--- config.mk ---
export PLATFORM = sky130hd
export DESIGN_NAME = irq_ctrl_top
export DESIGN_NICKNAME = d
export VERILOG_FILES = /design/src/irq_ctrl_pkg.sv /design/src/irq_pend_if.sv /design/src/irq_pending_regs.sv /design/src/irq_arbiter.sv /design/src/wfi_sleep_ctrl.sv /design/src/irq_out_stage.sv /design/src/irq_ctrl_top.sv
export SDC_FILE = /design/constraint.sdc
export NUM_CORES = 1
export LEC_CHECK = 0
export ABC_AREA = 1
export BUFFER_PORTS_ARGS = -buffer_cell sky130_fd_sc_hd__buf_2
export CAP_MARGIN = 20
export CORE_MARGIN = 2
export CORE_UTILIZATION = 49
export CTS_CLUSTER_DIAMETER = 80
export DETAILED_ROUTE_END_ITERATION = 10
export GPL_TIMING_DRIVEN = 0
export HOLD_SLACK_MARGIN = 0.15
export PLACE_DENSITY = 0.83
export SLEW_MARGIN = 20
export SYNTH_ARGS = -nofsm -noshare
export SYNTH_HDL_FRONTEND = slang
export SYNTH_SLANG_ARGS = --single-unit
--- constraint.sdc ---
create_clock -name clk_i -period 6.07 [get_ports clk_i]
set_input_delay 0.607 -clock clk_i [delete_from_list [all_inputs] [get_ports clk_i]]
set_output_delay 0.607 -clock clk_i [all_outputs]
set_load 0.05 [all_outputs]
--- src/irq_ctrl_pkg.sv ---
/* Interrupt map, widths and types shared by the interrupt and sleep controller.
   Imported by every RTL block and by the assertion module. */
package irq_ctrl_pkg;

  // ----------------------------------------
  // Interrupt map
  // ----------------------------------------

  // One line per machine interrupt number
  localparam int unsigned NUM_IRQ = 32;

  // Lines that exist: 31..16, 11, 7 and 3
  localparam logic [NUM_IRQ-1:0] VALID_IRQ_MASK = 32'hffff_0888;

  localparam int unsigned IRQ_ID_W = $clog2(NUM_IRQ);

  typedef logic [NUM_IRQ-1:0]  irq_vec_t;
  typedef logic [IRQ_ID_W-1:0] irq_id_t;

  // mtvec.MODE encoding
  typedef enum logic [1:0] {
    DIRECT   = 2'b00,
    VECTORED = 2'b01
  } mtvec_mode_e;

  // Default handler address width
  localparam int unsigned ADDR_W = 32;

  // ----------------------------------------
  // Sleep timing
  // ----------------------------------------

  // Cycles from a retiring WFI to sleep with a quiet pipeline
  localparam int unsigned WFI_SLEEP_DELAY = 2;

  localparam int unsigned WFI_CNT_W = $clog2(WFI_SLEEP_DELAY + 1);

  typedef logic [WFI_CNT_W-1:0] wfi_cnt_t;

endpackage

--- src/irq_pend_if.sv ---
/* Registered interrupt state passed from the input side to the arbiter
   and to the WFI sleep controller. */
interface irq_pend_if
  import irq_ctrl_pkg::*;
();

  // Pending lines already masked by mie
  irq_vec_t pend_en;
  // mstatus.MIE
  logic     global_en;
  logic     dbg_req;
  logic     nmi_req;

  modport source (
    output pend_en,
    output global_en,
    output dbg_req,
    output nmi_req
  );

  modport arb (
    input pend_en,
    input global_en
  );

  modport sleep (
    input pend_en,
    input dbg_req,
    input nmi_req
  );

endinterface

--- src/irq_pending_regs.sv ---
/* Input side of the controller. Registers the asynchronous interrupt,
   debug and NMI requests and forms the enabled pending set. */
module irq_pending_regs
  import irq_ctrl_pkg::*;
(
  input  logic              clk_i,
  input  logic              rst_ni,
  input  irq_vec_t          irq_i,
  input  irq_vec_t          mie_i,
  input  logic              mstatus_mie_i,
  input  logic              debug_req_i,
  input  logic              nmi_i,
  output irq_vec_t          mip_o,
  irq_pend_if.source        pend
);

  irq_vec_t mip_q;
  logic     dbg_q;
  logic     nmi_q;

  // Reserved lines never reach mip
  always_ff @(posedge clk_i or negedge rst_ni) begin
    if (!rst_ni) begin
      mip_q <= '0;
      dbg_q <= 1'b0;
      nmi_q <= 1'b0;
    end else begin
      mip_q <= irq_i & VALID_IRQ_MASK;
      dbg_q <= debug_req_i;
      nmi_q <= nmi_i;
    end
  end

  assign mip_o = mip_q;

  // Enabled pending set seen by the arbiter and the sleep logic
  assign pend.pend_en   = mip_q & mie_i;
  assign pend.global_en = mstatus_mie_i;
  assign pend.dbg_req   = dbg_q;
  assign pend.nmi_req   = nmi_q;

endmodule

--- src/irq_arbiter.sv ---
/* Fixed-priority interrupt arbiter with a one-entry output slot.
   The slot holds its choice until taken, then stays idle for a cycle. */
module irq_arbiter
  import irq_ctrl_pkg::*;
(
  input  logic     clk_i,
  input  logic     rst_ni,
  irq_pend_if.arb  pend,
  output logic     arb_valid_o,
  input  logic     arb_ready_i,
  output irq_id_t  arb_id_o
);

  irq_id_t win_id;
  logic    win_found;
  logic    load;
  logic    xfer;
  logic    valid_q;
  irq_id_t id_q;

  // ----------------------------------------
  // Priority encoder
  // ----------------------------------------

  // Lowest priority first so that later hits override
  always_comb begin
    win_id = '0;
    if (pend.pend_en[7]) begin
      win_id = irq_id_t'(7);
    end
    if (pend.pend_en[3]) begin
      win_id = irq_id_t'(3);
    end
    if (pend.pend_en[11]) begin
      win_id = irq_id_t'(11);
    end
    // Platform lines, 31 wins
    for (int i = 16; i < NUM_IRQ; i++) begin
      if (pend.pend_en[i]) begin
        win_id = irq_id_t'(i);
      end
    end
  end

  assign win_found = |pend.pend_en;

  // ----------------------------------------
  // Output slot
  // ----------------------------------------

  assign xfer = valid_q && arb_ready_i;
  // A slot freed by a transfer reads empty only on the next edge
  assign load = !valid_q && pend.global_en && win_found;

  always_ff @(posedge clk_i or negedge rst_ni) begin
    if (!rst_ni) begin
      valid_q <= 1'b0;
    end else if (xfer) begin
      valid_q <= 1'b0;
    end else if (load) begin
      valid_q <= 1'b1;
    end
  end

  always_ff @(posedge clk_i) begin
    if (load) begin
      id_q <= win_id;
    end
  end

  assign arb_valid_o = valid_q;
  assign arb_id_o    = id_q;

endmodule

--- src/wfi_sleep_ctrl.sv ---
/* WFI wait and sleep FSM. Raises core_sleep_o after the fixed delay with a
   quiet pipeline and pulses wfi_done_o when a wake source ends the WFI. */
module wfi_sleep_ctrl
  import irq_ctrl_pkg::*;
(
  input  logic       clk_i,
  input  logic       rst_ni,
  irq_pend_if.sleep  pend,
  input  logic       wfi_i,
  input  logic       instr_outstanding_i,
  input  logic       lsu_busy_i,
  output logic       core_sleep_o,
  output logic       wfi_done_o
);

  typedef enum logic [1:0] {
    S_IDLE,
    S_WAIT,
    S_SLEEP
  } sleep_state_e;

  sleep_state_e state_q;
  sleep_state_e state_d;
  wfi_cnt_t     cnt_q;
  wfi_cnt_t     cnt_d;
  logic         done_q;
  logic         done_d;
  logic         wake;
  logic         quiet;

  // Wake on any enabled pending line, regardless of mstatus.MIE
  assign wake  = (|pend.pend_en) || pend.dbg_req || pend.nmi_req;
  assign quiet = !instr_outstanding_i && !lsu_busy_i;

  // ----------------------------------------
  // Next state
  // ----------------------------------------
  always_comb begin
    state_d = state_q;
    cnt_d   = cnt_q;
    done_d  = 1'b0;
    unique case (state_q)
      S_IDLE: begin
        if (wfi_i) begin
          state_d = S_WAIT;
          cnt_d   = wfi_cnt_t'(WFI_SLEEP_DELAY - 1);
        end
      end
      S_WAIT: begin
        if (wake) begin
          state_d = S_IDLE;
          done_d  = 1'b1;
        end else if (cnt_q != '0) begin
          cnt_d = cnt_q - 1'b1;
        end else if (quiet) begin
          state_d = S_SLEEP;
        end
      end
      S_SLEEP: begin
        if (wake) begin
          state_d = S_IDLE;
          done_d  = 1'b1;
        end
      end
      default: state_d = S_IDLE;
    endcase
  end

  always_ff @(posedge clk_i or negedge rst_ni) begin
    if (!rst_ni) begin
      state_q <= S_IDLE;
      cnt_q   <= '0;
      done_q  <= 1'b0;
    end else begin
      state_q <= state_d;
      cnt_q   <= cnt_d;
      done_q  <= done_d;
    end
  end

  assign core_sleep_o = (state_q == S_SLEEP);
  assign wfi_done_o   = done_q;

endmodule

--- src/irq_out_stage.sv ---
/* Request register towards the core. Computes the handler address from
   mtvec on load and holds the request under back-pressure. */
module irq_out_stage
  import irq_ctrl_pkg::*;
#(
  parameter int unsigned ADDR_W = irq_ctrl_pkg::ADDR_W
) (
  input  logic              clk_i,
  input  logic              rst_ni,
  input  logic              arb_valid_i,
  output logic              arb_ready_o,
  input  irq_id_t           arb_id_i,
  input  logic [ADDR_W-1:0] mtvec_base_i,
  input  mtvec_mode_e       mtvec_mode_i,
  output logic              irq_valid_o,
  input  logic              irq_ready_i,
  output irq_id_t           irq_id_o,
  output logic [ADDR_W-1:0] irq_addr_o
);

  logic              full_q;
  logic              load;
  irq_id_t           id_q;
  logic [ADDR_W-1:0] addr_d;
  logic [ADDR_W-1:0] addr_q;

  // Ready when empty or when the core drains the stage this cycle
  assign arb_ready_o = !full_q || irq_ready_i;
  assign load        = arb_valid_i && arb_ready_o;

  // Vectored mode jumps to base + 4 * cause
  always_comb begin
    if (mtvec_mode_i == VECTORED) begin
      addr_d = mtvec_base_i + (ADDR_W'(arb_id_i) << 2);
    end else begin
      addr_d = mtvec_base_i;
    end
  end

  always_ff @(posedge clk_i or negedge rst_ni) begin
    if (!rst_ni) begin
      full_q <= 1'b0;
    end else if (load) begin
      full_q <= 1'b1;
    end else if (irq_ready_i) begin
      full_q <= 1'b0;
    end
  end

  always_ff @(posedge clk_i) begin
    if (load) begin
      id_q   <= arb_id_i;
      addr_q <= addr_d;
    end
  end

  assign irq_valid_o = full_q;
  assign irq_id_o    = id_q;
  assign irq_addr_o  = addr_q;

endmodule

--- src/irq_ctrl_top.sv ---
/* Top level of the interrupt and sleep controller.
   Wires the input registers, arbiter, sleep FSM and output stage. */
module irq_ctrl_top
  import irq_ctrl_pkg::*;
#(
  parameter int unsigned ADDR_W = irq_ctrl_pkg::ADDR_W
) (
  input  logic              clk_i,
  input  logic              rst_ni,
  // Interrupt sources and CSR state
  input  irq_vec_t          irq_i,
  input  irq_vec_t          mie_i,
  input  logic              mstatus_mie_i,
  input  logic              debug_req_i,
  input  logic              nmi_i,
  input  logic [ADDR_W-1:0] mtvec_base_i,
  input  mtvec_mode_e       mtvec_mode_i,
  output irq_vec_t          mip_o,
  // Request channel to the core
  output logic              irq_valid_o,
  input  logic              irq_ready_i,
  output irq_id_t           irq_id_o,
  output logic [ADDR_W-1:0] irq_addr_o,
  // WFI and sleep
  input  logic              wfi_i,
  input  logic              instr_outstanding_i,
  input  logic              lsu_busy_i,
  output logic              core_sleep_o,
  output logic              wfi_done_o
);

  logic    arb_valid;
  logic    arb_ready;
  irq_id_t arb_id;

  irq_pend_if i_pend ();

  irq_pending_regs i_pending_regs (
    .clk_i         (clk_i),
    .rst_ni        (rst_ni),
    .irq_i         (irq_i),
    .mie_i         (mie_i),
    .mstatus_mie_i (mstatus_mie_i),
    .debug_req_i   (debug_req_i),
    .nmi_i         (nmi_i),
    .mip_o         (mip_o),
    .pend          (i_pend.source)
  );

  irq_arbiter i_arbiter (
    .clk_i       (clk_i),
    .rst_ni      (rst_ni),
    .pend        (i_pend.arb),
    .arb_valid_o (arb_valid),
    .arb_ready_i (arb_ready),
    .arb_id_o    (arb_id)
  );

  wfi_sleep_ctrl i_sleep_ctrl (
    .clk_i               (clk_i),
    .rst_ni              (rst_ni),
    .pend                (i_pend.sleep),
    .wfi_i               (wfi_i),
    .instr_outstanding_i (instr_outstanding_i),
    .lsu_busy_i          (lsu_busy_i),
    .core_sleep_o        (core_sleep_o),
    .wfi_done_o          (wfi_done_o)
  );

  irq_out_stage #(
    .ADDR_W (ADDR_W)
  ) i_out_stage (
    .clk_i        (clk_i),
    .rst_ni       (rst_ni),
    .arb_valid_i  (arb_valid),
    .arb_ready_o  (arb_ready),
    .arb_id_i     (arb_id),
    .mtvec_base_i (mtvec_base_i),
    .mtvec_mode_i (mtvec_mode_i),
    .irq_valid_o  (irq_valid_o),
    .irq_ready_i  (irq_ready_i),
    .irq_id_o     (irq_id_o),
    .irq_addr_o   (irq_addr_o)
  );

endmodule

* Yosys cells after proc, flatten, opt, wreduce, memory -nomap -nowiden *
Cells that the tools add are included.

word-level totals
  register bits = 70
  logic and storage cells = 85

cells by class
  reduce and logical (&&, ||, !) cells = 24
  bitwise logic cells = 1
  add/subtract/negate cells = 2
  eq/ne operators = 9
  multiplexer cells = 34

operator list
  kind                  count
  $add A32 B7 Y32       1
  $and A32 B32 Y32      1
  $mux W32              1
  $mux W4               8
  $reduce_or A32 Y1     1
  $mux W2               9
  $reduce_or A16 Y1     1
  $mux W3               5
  $mux W5               2
  $reduce_and A4 Y1     2
  $reduce_bool A2 Y1    4
  $reduce_or A8 Y1      1
  $mux W1               7
  $pmux W2 S3           1
  $eq A2 B1 Y1 const B  2
  $logic_and A1 B1 Y1   4
  $logic_not A1 Y1      4
  $ne A2 B1 Y1 const B  2
  $ne A2 B2 Y1 const B  2
  $pmux W2 S2           1
  $reduce_or A2 Y1      2
  $reduce_or A4 Y1      1
  $logic_or A1 B1 Y1    3
  $ne A3 B1 Y1 const B  1
  other kinds (4)       4

* Logic depth before layout (Yosys ltp) *
Gate-level depths: netlist of run 1.

  depth after elaboration = 19
  gate-level depth with buffers = 18
  gate-level depth less buffers = 18

* By module *
A second synthesis of run 1 with hierarchy kept.

unflattened totals
  cell total of the unflattened synthesis = 515
  area, all modules = 4225.3 um2

modules (own cells, without submodules)
  module            sequential area each (um2)  cells an instance  times used  area an instance (um2)
  irq_out_stage     1136.1                      279                1           2349.8
  irq_pending_regs  525.5                       87                 1           874.6
  wfi_sleep_ctrl    125.1                       82                 1           518.0
  irq_arbiter       175.2                       67                 1           483.0

* Least setup slack after synthesis of run 1 *
No wires, ideal clock.

  path kind = register to register
  start = reg i_out_stage.full_q, in the netlist i_out_stage.irq_valid_o
  end = reg i_out_stage.addr_q[0], in the netlist i_out_stage.irq_addr_o[0] (enable)
  slack = 3136 ps
  stages on the path, launching flop included = 2
  required time = 5626 ps
  data arrival time = 2490 ps
  setup time = 444 ps
  period minus slack after synthesis = 2934 ps
  path through = dfrtp_1 a21oi_1

on the way
  word-level cells in the longest chain between the ends = 3

ends and longest elaborated chain
  element                 RTL line             source
  from (decl)             irq_out_stage.sv:21  logic full_q;
  from (signal assigned)  irq_out_stage.sv:42  full_q <= 1'b0;
  from (signal assigned)  irq_out_stage.sv:44  full_q <= 1'b1;
  from (signal assigned)  irq_out_stage.sv:46  full_q <= 1'b0;
  $logic_not A1 Y1        irq_out_stage.sv:28  assign arb_ready_o = !full_q || irq_ready_i;
  $logic_or A1 B1 Y1      irq_out_stage.sv:28
  $logic_and A1 B1 Y1     --
  via i_arbiter.xfer      irq_arbiter.sv:17    logic xfer;
  to (signal assigned)    irq_out_stage.sv:53  addr_q <= addr_d;
  to (decl)               irq_out_stage.sv:25  logic [ADDR_W-1:0] addr_q;

The timed path passes the listed nets, and every way through them passes these cells.
A chain may end at the register's enable or synchronous reset.

* Final worst setup path of run 1 *
  start = reg i_arbiter.id_q[0], in the netlist i_arbiter.arb_id_o[0]
  end = reg i_out_stage.addr_q[28], in the netlist i_out_stage.irq_addr_o[28], data pin

on the way
  word-level cells in the longest chain between the ends = 2

ends and longest elaborated chain
  element                     RTL line             source
  from (decl)                 irq_arbiter.sv:19    irq_id_t id_q;
  from (signal assigned)      irq_arbiter.sv:67    id_q <= win_id;
  $add A32 B7 Y32             irq_out_stage.sv:34  addr_d = mtvec_base_i + (ADDR_W'(arb_id_i) << 2);
  $mux W32                    irq_out_stage.sv:33  if (mtvec_mode_i == VECTORED) begin
  via i_out_stage.addr_d[28]  irq_out_stage.sv:24  logic [ADDR_W-1:0] addr_d;

The timed path passes the listed nets, and every way through them passes these cells.

==> reports/metrics.cfg, run 1 <==
[sta]
fmax_ghz=0.392
fin_setup_tns_ns=0
slew_headroom_pct=60.2
worstMarginPinSlew_ns=0.597
slew_viol_final=0
fin_worst_skew_ns=0.0104
rsz0062_at_grt=no
setup_viol=0
period_share_pct=42.0
setup_ws_ns=3.52
period_minus_slack_ns=2.55
finalHoldViolCount=0

[global_routing]
grt_pass1_vias=2655
grt_remaining_overflow=0
grt_max_degree=29
globalRouteTotalUtil_pct=19.8
antenna_found_initial=0
grt_pass1_wl_mm=11.3

[die]
num_io_pins=179
dieWidth_um=86.8
die_h_um=86.8
floorplan.initialDensity_pct=50.1
core_sq_um=6720
die_area_sq_um=7540
rows=30

[clock_network]
clkSlewWorstSetupHoldPaths_ns=0.08
clk_path_buf_depth=2
cts_resized=0
root_buffer=clkbuf_8
htree_levels=3
cts_setup_buffers=0
postCtsHoldBufs=0
cts_tree=done
cts.sinks=70
numCtsBuffers=9
clk-insertion-delay-late_ns=0.34

[cells_and_area]
area_growth_syn_to_layout_pct=32.6
fin_nets=602
nFillCells=542
multi_input_comb_area_sq_um=1220
antenna_cells=0
drive_above_1_share_pct=38.6
seqCellArea_sq_um=1960

[drt]
viasPerCell=4.83
wirelength_mm=7.15
drt_iter0_markers=108
ant_nets=0
dr_total_vias=2751
wl_per_cell_um=12.5
drc=0
firstDrtPassIters=4

[logic_synthesis]
synthTopCellsByCount=80 x nand2_1, 42 x edfxtp_1, 36 x inv_1
synth_cell_type_count=32
synth_edf_count=42
synth.area.top_cells=edfxtp_1 37%, dfrtp_1 21%, nand2_1 8.9%, xor2_1 4.9%, inv_1 4.0%
ys_ff_latch=70
yosys_warnings=0
avgSynthCellArea_sq_um=10.4
yosysMostFrequentCell=nand2_1
synth_top_cell_by_area=edfxtp_1
synth_seq_area_share_pct=58.3
synth_area_sq_um=3360
ys_async_sr_fraction_pct=40.0
syn_inst=322
synth_top_area_share_pct=37.5
synth-main-ff-cell=edfxtp_1

[power_and_ir_drop]
p_per_area_nw_per_um2=309
leakage_uw=0.00218
vdd_drop_max_mv=0.203

[run]
cap_viol_max_count=0

[status]
status=completed

[worst_setup_path]
worst_r2r_endpoint=i_out_stage.irq_addr_o[28]
worstPathMaxFanout=4
endpoint_kind=flip-flop
reg2regPathDepth=14
worstReg2RegStart=i_arbiter.arb_id_o[0]
worstPathArrival_ns=2.65
required_ns=6.17
crit_type=reg -> reg
worst-r2r-setup-slack_ns=3.52
startpoint_type=flip-flop

[placed_design]
gp_congestion=0.839
dp_hpwl_mm=5.88
dp_slack_ns=3.21
port-buffer-count=139

[min_path]
hp-class=in -> async

[state kept, by name, summed over array words and instances (netlist names)]
register	flops
i_arbiter.arb_id_o	5
i_arbiter.arb_valid_o	1
i_out_stage.irq_addr_o	32
i_out_stage.irq_id_o	5
i_out_stage.irq_valid_o	1
i_pending_regs.mip_o	19
i_pending_regs.pend.dbg_req	1
i_pending_regs.pend.nmi_req	1
i_sleep_ctrl.cnt_q	2
i_sleep_ctrl.state_q	2
i_sleep_ctrl.wfi_done_o	1
[through the flow]
| stage | std cells | power, uW | utilization, % | cell area [sq um] | hold WS [ns] |
|---|---|---|---|---|---|
| final | 570 | 1380 | 66.4 | 4460 | 0.264 |
| after global routing | 570 | 1450 | 66.4 | 4460 | 0.312 |
| after CTS | 570 | 1390 | 66.4 | 4460 | 0.271 |
| after detailed placement | 554 | 991 | 63.1 | 4240 | 0.471 |
| after global placement | 553 | 973 | 62.6 | 4200 | 0.459 |
| after floorplan | 334 | 881 | - | 3410 | 0.311 |
[critical path, stage by stage (launching register included)]
cell and delay [ns]:
edfxtp_1 0.40, ha_1 0.19, inv_1 0.06, fa_1 0.35
inv_1 0.10, nand3_1 0.08, nand2_1 0.09, nand2_1 0.07
nand2_1 0.08, nand3_1 0.11, nor2_2 0.15, nand3_2 0.12
nor2_2 0.22, nand4_1 0.15, xnor2_1 0.15
[cell type report]
| cell class | instances | area share (%) |
|---|---|---|
| multi-input combinational | 214 | 27.4 |
| tap | 80 | 2.24 |
| clock buffer | 10 | 3.34 |
| clock inverter | 6 | 1.52 |
| buffer | 13 | 2.19 |
| sequential | 70 | 44.0 |
| timing repair buffer | 140 | 16.2 |
| inverter | 37 | 3.11 |
[layer usage]
metal	share of wire (%)	wire length, um	up-vias	global-route usage [%]
met3	8.7	622	13	6.19
met1	40	2870	1245	21.6
li1	-	-	1361	-
met4	2.0	143	0	8.66
met5	0	0	-	0
met2	49	3510	132	35.0
[cell families (layout without fill, tap and decap cells)]
group / Yosys count / count (layout) / share of synthesized area, %
and+or+nand+nor: 142 / 142 / 19.7
other: 1 / 13 / 0.112
DFF: 70 / 70 / 58.3
buffers and inverters: 50 / 206 / 7.03
AOI/OAI and AO/OA: 25 / 25 / 4.65
adders and majority gates: 10 / 10 / 3.94
xor gates and xnor gates: 24 / 24 / 6.25
[power breakdown]
group	internal (uW)	leakage (uW)	total (uW)	switching [uW]
logic	103	0.00136	391	288
clock network	216	0.000104	401	185
registers	568	0.000716	588	19.3
total	887	0.00218	1380	493
[how the worst max path moves through the flow]
stage                                       to                    start  slack, ns  depth (start not counted)
finish              i_out_stage.irq_addr_o[28]    i_arbiter.arb_id_o[0]       3.52                         14
global route        i_out_stage.irq_addr_o[28]    i_arbiter.arb_id_o[0]       3.24                         14
CTS                 i_out_stage.irq_addr_o[28]    i_arbiter.arb_id_o[0]       3.52                         14
detailed placement  i_out_stage.irq_addr_o[28]          mtvec_base_i[2]       3.21                         15
global placement     i_out_stage.irq_addr_o[3]              irq_ready_i       2.43                          3
floorplan            i_out_stage.irq_addr_o[0]  i_out_stage.irq_valid_o       3.14                          1
[cell usage in the layout, fill, tap and decap left out, types with 2 or more instances in the layout]
cell,synthesis,final
nand2_1,80,80
ha_1,9,9
xor2_1,19,19
buf_2,0,139
o31ai_1,2,2
inv_1,36,36
nand3_1,13,13
nor2_2,6,6
nor4_1,3,3
edfxtp_1,42,42
clkbuf_8,0,9
a21oi_1,9,8
xnor2_1,5,5
nand2_2,5,5
o21ai_0,8,8
conb_1,1,13
clkinvlp_4,0,2
buf_4,13,13
nor3_1,4,4
nand4_1,6,6
dfrtp_1,28,28
a21oi_4,1,2
nor2_1,20,20
Note: power is estimated with default switching activity, not from simulation.
==> run 2: changes to the inputs <==
--- a/config.mk
+++ b/config.mk
@@ -5,16 +5,16 @@
 export SDC_FILE = /design/constraint.sdc
 export NUM_CORES = 1
 export LEC_CHECK = 0
-export ABC_AREA = 1
+export ABC_AREA = 0
 export BUFFER_PORTS_ARGS = -buffer_cell sky130_fd_sc_hd__buf_2
 export CAP_MARGIN = 20
 export CORE_MARGIN = 2
-export CORE_UTILIZATION = 49
+export CORE_UTILIZATION = 41
 export CTS_CLUSTER_DIAMETER = 80
 export DETAILED_ROUTE_END_ITERATION = 10
 export GPL_TIMING_DRIVEN = 0
 export HOLD_SLACK_MARGIN = 0.15
-export PLACE_DENSITY = 0.83
+export PLACE_DENSITY = 0.74
 export SLEW_MARGIN = 20
 export SYNTH_ARGS = -nofsm -noshare
 export SYNTH_HDL_FRONTEND = slang
==> constraint.sdc (replaced) <==
create_clock -name clk_i -period 2.1 [get_ports clk_i]
set_input_delay 0.21 -clock clk_i [delete_from_list [all_inputs] [get_ports clk_i]]
set_output_delay 0.21 -clock clk_i [all_outputs]
set_load 0.05 [all_outputs]
==> run 2 against run 1 <==
  * Power rose to 2.9 times the previous value
  * Largest power group unchanged
  * Sequential power rose to 2.9 times the previous value
  * Die area rose by 18%
==> reports/metrics.cfg, run 2 <==
[status]
status=completed  ; unchanged

[die]
core_sq_um=8090  ; was 6720 sq um
die_area_sq_um=8930  ; was 7540 sq um
dieWidth_um=94.5  ; was 86.8 um
rows=33  ; was 30
num_io_pins=179  ; unchanged
die_h_um=94.5  ; was 86.8 um
floorplan.initialDensity_pct=41.5  ; was 50.1%

[cells_and_area]
antenna_cells=0  ; unchanged
largest_reg_flops=32  ; unchanged
final_util_pct=59.6  ; was 66.4%
layoutNonFillerInstCount=586  ; was 570
area_growth_syn_to_layout_pct=43.7  ; was 32.6%
final_common_cell=buf_2  ; unchanged
nFillCells=683  ; was 542
layout_common_cells=139 x buf_2, 42 x edfxtp_1, 34 x nand2_1  ; was 139 x buf_2, 80 x nand2_1, 42 x edfxtp_1
drive_above_1_share_pct=40.1  ; was 38.6%
fin_nets=593  ; was 602

[sta]
finalHoldViolCount=0  ; unchanged
setup_viol=0  ; unchanged
fin_worst_skew_ns=0.00893  ; was 0.0104 ns
whs_ns=0.167  ; was 0.264 ns
fmax_ghz=0.490  ; was 0.392 GHz
worstMarginPinSlew_ns=0.634  ; was 0.597 ns
period_share_pct=97.2  ; was 42.0%
slew_viol_final=0  ; unchanged
period_minus_slack_ns=2.04  ; was 2.55 ns
setup_ws_ns=0.0594  ; was 3.52 ns
slew_headroom_pct=57.7  ; was 60.2%
rsz0062_at_grt=yes  ; was no
fin_setup_tns_ns=0  ; unchanged

[worst_setup_path]
path_depth=9  ; was 14
worstReg2RegStart=i_arbiter.arb_id_o[0]  ; unchanged
endpoint_kind=flip-flop  ; unchanged
worst-r2r-setup-slack_ns=0.06  ; was 3.52 ns
critPathSlowestCell=edfxtp_1  ; unchanged
worst_r2r_endpoint=i_out_stage.irq_addr_o[28]  ; unchanged
crit_type=reg -> reg  ; unchanged
slowest_delay_ns=0.36  ; was 0.40 ns
crit_family=adder cells  ; was simple AND/OR/NAND/NOR gates
path_buf_inv=2  ; unchanged
required_ns=2.19  ; was 6.17 ns
reg2regPathDepth=9  ; was 14
critPathCapture=i_out_stage.irq_addr_o[28]  ; unchanged
worstPathMaxFanout=4  ; unchanged
startpoint_type=flip-flop  ; unchanged
cp-startpoint=i_arbiter.arb_id_o[0]  ; unchanged
worstPathArrival_ns=2.13  ; was 2.65 ns
path_cells=ha_2, inv_2, fa_2, nor2b_2, o31a_1, o211ai_1, buf_4, nor2_2, xor2_1  ; was ha_1, inv_1, fa_1, inv_1, nand3_1, nand2_1, nand2_1, nand2_1, nand3_1, nor2_2, nand3_2, nor2_2, nand4_1, xnor2_1

[logic_synthesis]
synth_seq_area_share_pct=58.4  ; was 58.3%
synth-main-ff-cell=edfxtp_1  ; unchanged
synth_area_sq_um=3360  ; about the same
ys_async_sr_fraction_pct=40.0  ; unchanged
synth_top_area_share_pct=37.6  ; was 37.5%
yosys_warnings=0  ; unchanged
synth.area.top_cells=edfxtp_1 38%, dfrtp_1 21%, xor2_1 4.4%, nand2_1 3.8%, ha_1 3.4%  ; was edfxtp_1 37%, dfrtp_1 21%, nand2_1 8.9%, xor2_1 4.9%, inv_1 4.0%
syn_inst=282  ; was 322
ys_ff_latch=70  ; unchanged
synthTopCellsByCount=42 x edfxtp_1, 34 x nand2_1, 28 x dfrtp_1  ; was 80 x nand2_1, 42 x edfxtp_1, 36 x inv_1
yosysMostFrequentCell=edfxtp_1  ; was nand2_1
synth_top_cell_by_area=edfxtp_1  ; unchanged
synth_cell_type_count=52  ; was 32
avgSynthCellArea_sq_um=11.9  ; was 10.4 sq um
synth_edf_count=42  ; unchanged

[placed_design]
dp_hpwl_mm=5.79  ; was 5.88 mm
gp_congestion=0.760  ; was 0.839
dp_cells=539  ; was 554
port-buffer-count=139  ; unchanged
dp_slack_ns=-0.179  ; was 3.21 ns

[drt]
met2_length_mm=4.29  ; was 3.51 mm
wirelength_mm=8.05  ; was 7.15 mm
ant_nets=0  ; unchanged
top_layer_used=met4  ; unchanged
drt-met1-wl_mm=3.01  ; was 2.87 mm
drt_iter0_markers=67  ; was 108
dr_total_vias=2853  ; was 2,751
drc=0  ; unchanged
firstDrtPassIters=4  ; unchanged
wl_per_cell_um=13.7  ; was 12.5 um
viasPerCell=4.87  ; was 4.83
route.met3.wl_um=655  ; was 622 um

[clock_network]
clk-insertion-delay-late_ns=0.34  ; about the same
numCtsBuffers=9  ; unchanged
clkSlewWorstSetupHoldPaths_ns=0.08  ; about the same
cts_tree=done  ; unchanged
root_buffer=clkbuf_8  ; unchanged
clk_path_buf_depth=2  ; unchanged
cts.sinks=70  ; unchanged
htree_levels=3  ; unchanged

[run]
cap_viol_max_count=0  ; unchanged

[global_routing]
grt_max_degree=31  ; was 29
grt_pass1_wl_mm=12.1  ; was 11.3 mm
globalRouteTotalUtil_pct=17.7  ; was 19.8%
antenna_found_initial=0  ; unchanged
grt_remaining_overflow=0  ; unchanged
grt_pass1_vias=2741  ; was 2,655

[power_and_ir_drop]
p_per_area_nw_per_um2=831  ; was 309 nW/um^2
vdd_drop_max_mv=0.372  ; was 0.203 mV
leakage_uw=0.00217  ; was 0.00218 uW

[min_path]
hp-class=in -> reg  ; was in -> async
whs_path_depth=3

-- run 2: cell count changes in the layout (fill, tap and decap cells not counted), moves of 5 or more --
cell	before	now
a22oi_1	0	8
a21oi_1	8	3
nand3_1	13	6
buf_4	13	18
nand2_1	80	34
inv_1	36	12
nand2_2	5	0
dlygate4sd3_1	0	24
-- run 2: worst min-delay path by stage --
stage | start | end | slack [ns]
after global placement | rst_ni | i_pending_regs.mip_o[27] | 0.26
after floorplan | rst_ni | i_arbiter.arb_valid_o | -0.09
after CTS | wfi_i | i_sleep_ctrl.state_q[0] | 0.15
after global routing | wfi_i | i_sleep_ctrl.state_q[0] | 0.16
final | wfi_i | i_sleep_ctrl.state_q[0] | 0.17
after detailed placement | rst_ni | i_pending_regs.mip_o[27] | 0.27
-- run 2: area by class of cell --
type                       count  area [sq um]  share of cell area (%)
sequential                    70          1960                    40.7
multi-input combinational    195          1350                    27.9
inverter                      13          48.8                    1.01
buffer                        16           109                    2.26
clock buffer                  10           128                    2.64
clock inverter                 6          86.3                    1.79
tap                          105           131                    2.72
timing repair buffer         171          1020                    21.1
-- run 2: what timing repair did --
item,in CTS,in global routing
gates resized for setup,10,7
gates cloned,0,0
hold buffers,24,0
pin swaps,7,9
endpoints found under the setup margin,20,20
buffers inserted,5,3
hold endpoints to repair,51,0
-- run 2: routing by layer --
metal	track usage (%)	up-vias
li1	-	1388
met1	19.5	1340
met2	32.7	116
met3	4.79	9
met4	6.16	0
met5	0	-
-- run 2: where the power goes --
part | internal, uW | total, uW | leakage, uW | switching (uW)
Sequential | 1630 | 1690 | 0.000716 | 55.6
Clock | 668 | 1180 | 0.000108 | 513
Combinational | 352 | 1140 | 0.00135 | 793
-- run 2: worst register-to-register path: stages, from the launching register on --
cell	delay, ns
edfxtp_1	0.36
ha_2	0.19
inv_2	0.04
fa_2	0.35
nor2b_2	0.14
o31a_1	0.21
o211ai_1	0.11
buf_4	0.21
nor2_2	0.12
xor2_1	0.08
-- run 2: cell families after synthesis --
family	Yosys count	share of synthesized area, %
adder cells (fa/ha/maj)	10	3.95
buffers and inverters	29	4.69
AND/OR/NAND/NOR	89	12.9
AO/OA/AOI/OAI	55	12.5
XOR/XNOR	26	6.78
multiplexers	2	0.633
other	1	0.112
flip-flops	70	58.4
-- run 2: metrics by stage --
stage	instance area, sq um	power (uW)
after global placement	4230	2760
after floorplan	3400	2490
after detailed placement	4250	2800
after global routing	4830	4210
final	4830	4010
after CTS	4770	4030
==> run 3: changes to the inputs <==
--- a/config.mk
+++ b/config.mk
@@ -9,13 +9,14 @@
 export BUFFER_PORTS_ARGS = -buffer_cell sky130_fd_sc_hd__buf_2
 export CAP_MARGIN = 20
 export CORE_MARGIN = 2
-export CORE_UTILIZATION = 41
+export CORE_UTILIZATION = 34
 export CTS_CLUSTER_DIAMETER = 80
 export DETAILED_ROUTE_END_ITERATION = 10
 export GPL_TIMING_DRIVEN = 0
 export HOLD_SLACK_MARGIN = 0.15
-export PLACE_DENSITY = 0.74
+export PLACE_DENSITY = 0.61
 export SLEW_MARGIN = 20
 export SYNTH_ARGS = -nofsm -noshare
 export SYNTH_HDL_FRONTEND = slang
+export SYNTH_HIERARCHICAL = 1
 export SYNTH_SLANG_ARGS = --single-unit
==> constraint.sdc (replaced) <==
create_clock -name clk_i -period 1.85 [get_ports clk_i]
set_input_delay 0.185 -clock clk_i [delete_from_list [all_inputs] [get_ports clk_i]]
set_output_delay 0.185 -clock clk_i [all_outputs]
set_load 0.05 [all_outputs]
==> run 3 against run 2 <==
  * The flow now finishes with violations (negative setup slack)
  * Count of clock-buffer cells in the layout is 3 higher
  * First-iteration DRC count stayed put
  * Non-clock buffer count is 28 higher
  * Power is 17% higher
  * Maximum frequency is 0.38% lower
==> reports/metrics.cfg, run 3 <==
[status]
status=finished with violations  ; was completed
violations=negative setup slack

[die]
die_h_um=108  ; was 94.5 um
rows=38  ; was 33
core_sq_um=10700  ; was 8090 sq um
num_io_pins=179  ; unchanged
floorplan.initialDensity_pct=34.4  ; was 41.5%
die_area_sq_um=11700  ; was 8930 sq um
dieWidth_um=108  ; was 94.5 um

[logic_synthesis]
synth_top_area_share_pct=34.2  ; was 37.6%
synth_area_sq_um=3680  ; was 3360 sq um
yosysMostFrequentCell=edfxtp_1  ; unchanged
synth_seq_area_share_pct=53.2  ; was 58.4%
synth_cell_type_count=49  ; was 52
ys_ff_latch=70  ; unchanged
synth-main-ff-cell=edfxtp_1  ; unchanged
avgSynthCellArea_sq_um=11.6  ; was 11.9 sq um
syn_inst=318  ; was 282
yosys_warnings=6  ; was 0
synth_edf_count=42  ; unchanged
ys_async_sr_fraction_pct=40.0  ; unchanged
synth.area.top_cells=edfxtp_1 34%, dfrtp_1 19%, buf_4 5.7%, xnor2_1 4.5%, and2_1 3.7%  ; was edfxtp_1 38%, dfrtp_1 21%, xor2_1 4.4%, nand2_1 3.8%, ha_1 3.4%
synth_top_cell_by_area=edfxtp_1  ; unchanged
synthTopCellsByCount=42 x edfxtp_1, 28 x buf_4, 28 x dfrtp_1  ; was 42 x edfxtp_1, 34 x nand2_1, 28 x dfrtp_1

[worst_setup_path]
critPathSlowestCell=edfxtp_1  ; unchanged
endpoint_kind=flip-flop  ; unchanged
worstPathMaxFanout=3  ; was 4
crit_type=reg -> reg  ; unchanged
required_ns=1.94  ; was 2.19 ns
slowest_delay_ns=0.41  ; was 0.36 ns
startpoint_type=flip-flop  ; unchanged
worstPathArrival_ns=2.14  ; was 2.13 ns
path_cells=ha_2, fa_2, a211oi_2, o21bai_2, and2_4, and2b_1, xor2_1  ; was ha_2, inv_2, fa_2, nor2b_2, o31a_1, o211ai_1, buf_4, nor2_2, xor2_1

[placed_design]
port-buffer-count=138  ; was 139
dp_hpwl_mm=6.50  ; was 5.79 mm
dp_cells=621  ; was 539
gp_congestion=0.775  ; was 0.760

[cells_and_area]
layout_common_cells=138 x buf_2, 42 x edfxtp_1, 42 x buf_4  ; was 139 x buf_2, 42 x edfxtp_1, 34 x nand2_1
nFillCells=958  ; was 683
fin_nets=657  ; was 593
largest_reg_flops=32  ; unchanged
final_common_cell=buf_2  ; unchanged
antenna_cells=0  ; unchanged
drive_above_1_share_pct=50.6  ; was 40.1%
area_growth_syn_to_layout_pct=51.9  ; was 43.7%
layoutNonFillerInstCount=685  ; was 586

[drt]
wl_per_cell_um=13.1  ; was 13.7 um
dr_total_vias=3041  ; was 2,853
drt_iter0_markers=67  ; unchanged
viasPerCell=4.44  ; was 4.87
ant_nets=0  ; unchanged
wirelength_mm=8.97  ; was 8.05 mm
drc=0  ; unchanged
firstDrtPassIters=4  ; unchanged

[min_path]
hp-class=in -> reg  ; unchanged

[global_routing]
grt_max_degree=38  ; was 31
antenna_found_initial=0  ; unchanged
grt_pass1_vias=3065  ; was 2,741
globalRouteTotalUtil_pct=15.3  ; was 17.7%
grt_pass1_wl_mm=14.1  ; was 12.1 mm
grt_remaining_overflow=0  ; unchanged

[clock_network]
clk_path_buf_depth=2  ; unchanged
cts.sinks=70  ; unchanged
clkSlewWorstSetupHoldPaths_ns=0.08  ; about the same
cts_tree=done  ; unchanged
clk-insertion-delay-late_ns=0.34  ; about the same
htree_levels=3  ; unchanged
numCtsBuffers=9  ; unchanged
root_buffer=clkbuf_8  ; unchanged

[run]
cap_viol_max_count=0  ; unchanged

[sta]
slew_viol_final=0  ; unchanged
finalHoldViolCount=0  ; unchanged
fmax_ghz=0.488  ; was 0.490 GHz
worstMarginPinSlew_ns=0.883  ; was 0.634 ns
setup_ws_ns=-0.198  ; was 0.0594 ns
period_minus_slack_ns=2.05  ; was 2.04 ns
setup_viol=24  ; was 0
period_share_pct=111  ; was 97.2%
rsz0062_at_grt=yes  ; unchanged
slew_headroom_pct=41.1  ; was 57.7%
fin_worst_skew_ns=0.0142  ; was 0.00893 ns

[power_and_ir_drop]
p_per_area_nw_per_um2=839  ; was 831 nW/um^2
intPower_uw=3130  ; was 2650 uW
power.share.sequential_pct=40.7  ; was 42.1%
power_uw=4700  ; was 4010 uW
p_clk_share_pct=30.3  ; was 29.4%
swShare_pct=33.4  ; was 33.9%
combPwrFrac_pct=28.9  ; was 28.5%
netSwitchingPower_uw=1570  ; was 1360 uW
vdd_drop_max_mv=0.398  ; was 0.372 mV
leakage_uw=0.00247  ; was 0.00217 uW

-- run 3: cell types whose count changed after synthesis, sizes merged, moves of 10 or more --
cell,before,now
xnor2,9,19
nor4,0,15
buf,13,28
nand2,34,20
and2,2,22
-- run 3: area by class of cell --
type                       count  area [sq um]  share of cell area [%]
sequential                    70          1980                    35.4
tap                          140           175                    3.13
multi-input combinational    231          1800                    32.1
timing repair buffer         186          1140                    20.3
clock inverter                 3          46.3                   0.827
buffer                        29           218                    3.89
clock buffer                  13           191                    3.42
inverter                      13          48.8                   0.872
-- run 3: cell families after synthesis --
logic type      share of synthesized area [%]
mux                                      1.43
flops                                    53.2
compound gates                           6.32
simple gates                             21.5
buf+inv                                  7.13
xor+xnor                                 6.66
fa+ha+maj                                3.60
other cells                             0.102
-- run 3: worst max-delay path: cells and delay by family, from the launching register on --
| kind | cells | cell delay (ns) |
|---|---|---|
| adder cells (fa/ha/maj) | 2 | 0.58 |
| flip-flops | 1 | 0.41 |
| AO/OA/AOI/OAI | 2 | 0.37 |
| AND/OR/NAND/NOR | 2 | 0.32 |
| XOR/XNOR | 1 | 0.13 |
-- run 3: layer usage --
layer	global-route usage, %	share of wire, %	up-vias
li1	-	-	1524
met1	18.7	41	1390
met2	26.4	51	115
met3	3.32	6.8	12
met4	5.68	1.2	0
met5	0	0	-
-- run 3: what timing repair did --
action / CTS / global route
gates cloned: 1 / 0
pin swaps: 11 / 15
setup buffers: 9 / 7
endpoints found under the setup margin: 32 / 33
endpoints found under the hold margin: 58 / 0
hold buffers: 31 / 0
gates resized for setup: 25 / 37
-- run 3: path summary, 6_finish.rpt --
path                                        from                          to  slack (ns)  cells past startpoint
setup / recovery           i_arbiter/arb_id_o[0]  i_out_stage/irq_addr_o[12]       -0.20                      7
hold / removal                  mtvec_base_i[29]  i_out_stage/irq_addr_o[29]        0.17                      2
setup reg to reg           i_arbiter/arb_id_o[0]  i_out_stage/irq_addr_o[12]       -0.20                      7
hold reg to reg            i_arbiter/arb_id_o[2]     i_out_stage/irq_id_o[2]        0.46                      0
max in group asynchronous                 rst_ni    i_pending_regs/mip_o[26]        1.00                      2
min in group asynchronous                 rst_ni    i_pending_regs/mip_o[29]        0.39                      2
-- run 3: power groups by stage --
| stage | clock, uW | sequential, uW | combinational [uW] |
|---|---|---|---|
| floorplan | 0 | 2360 | 490 |
| global placement | 0 | 1940 | 1210 |
| detailed placement | 0 | 1950 | 1230 |
| CTS | 1470 | 1910 | 1310 |
| global route | 1550 | 1930 | 1460 |
| finish | 1420 | 1910 | 1360 |
-- run 3: metrics by stage --
| step | TNS (ns) | cell area [sq um] | setup slack [ns] | hold WS [ns] | util [%] |
|---|---|---|---|---|---|
| CTS | -3.66 | 5400 | -0.223 | 0.151 | 50.5 |
| global placement | -3.96 | 4680 | -0.308 | 0.234 | 43.7 |
| finish | -3.08 | 5600 | -0.198 | 0.167 | 52.3 |
| global route | -5.30 | 5600 | -0.290 | 0.155 | 52.3 |
| detailed placement | -4.62 | 4680 | -0.325 | 0.244 | 43.7 |
| floorplan | -0.129 | 3810 | -0.129 | -0.111 | - |
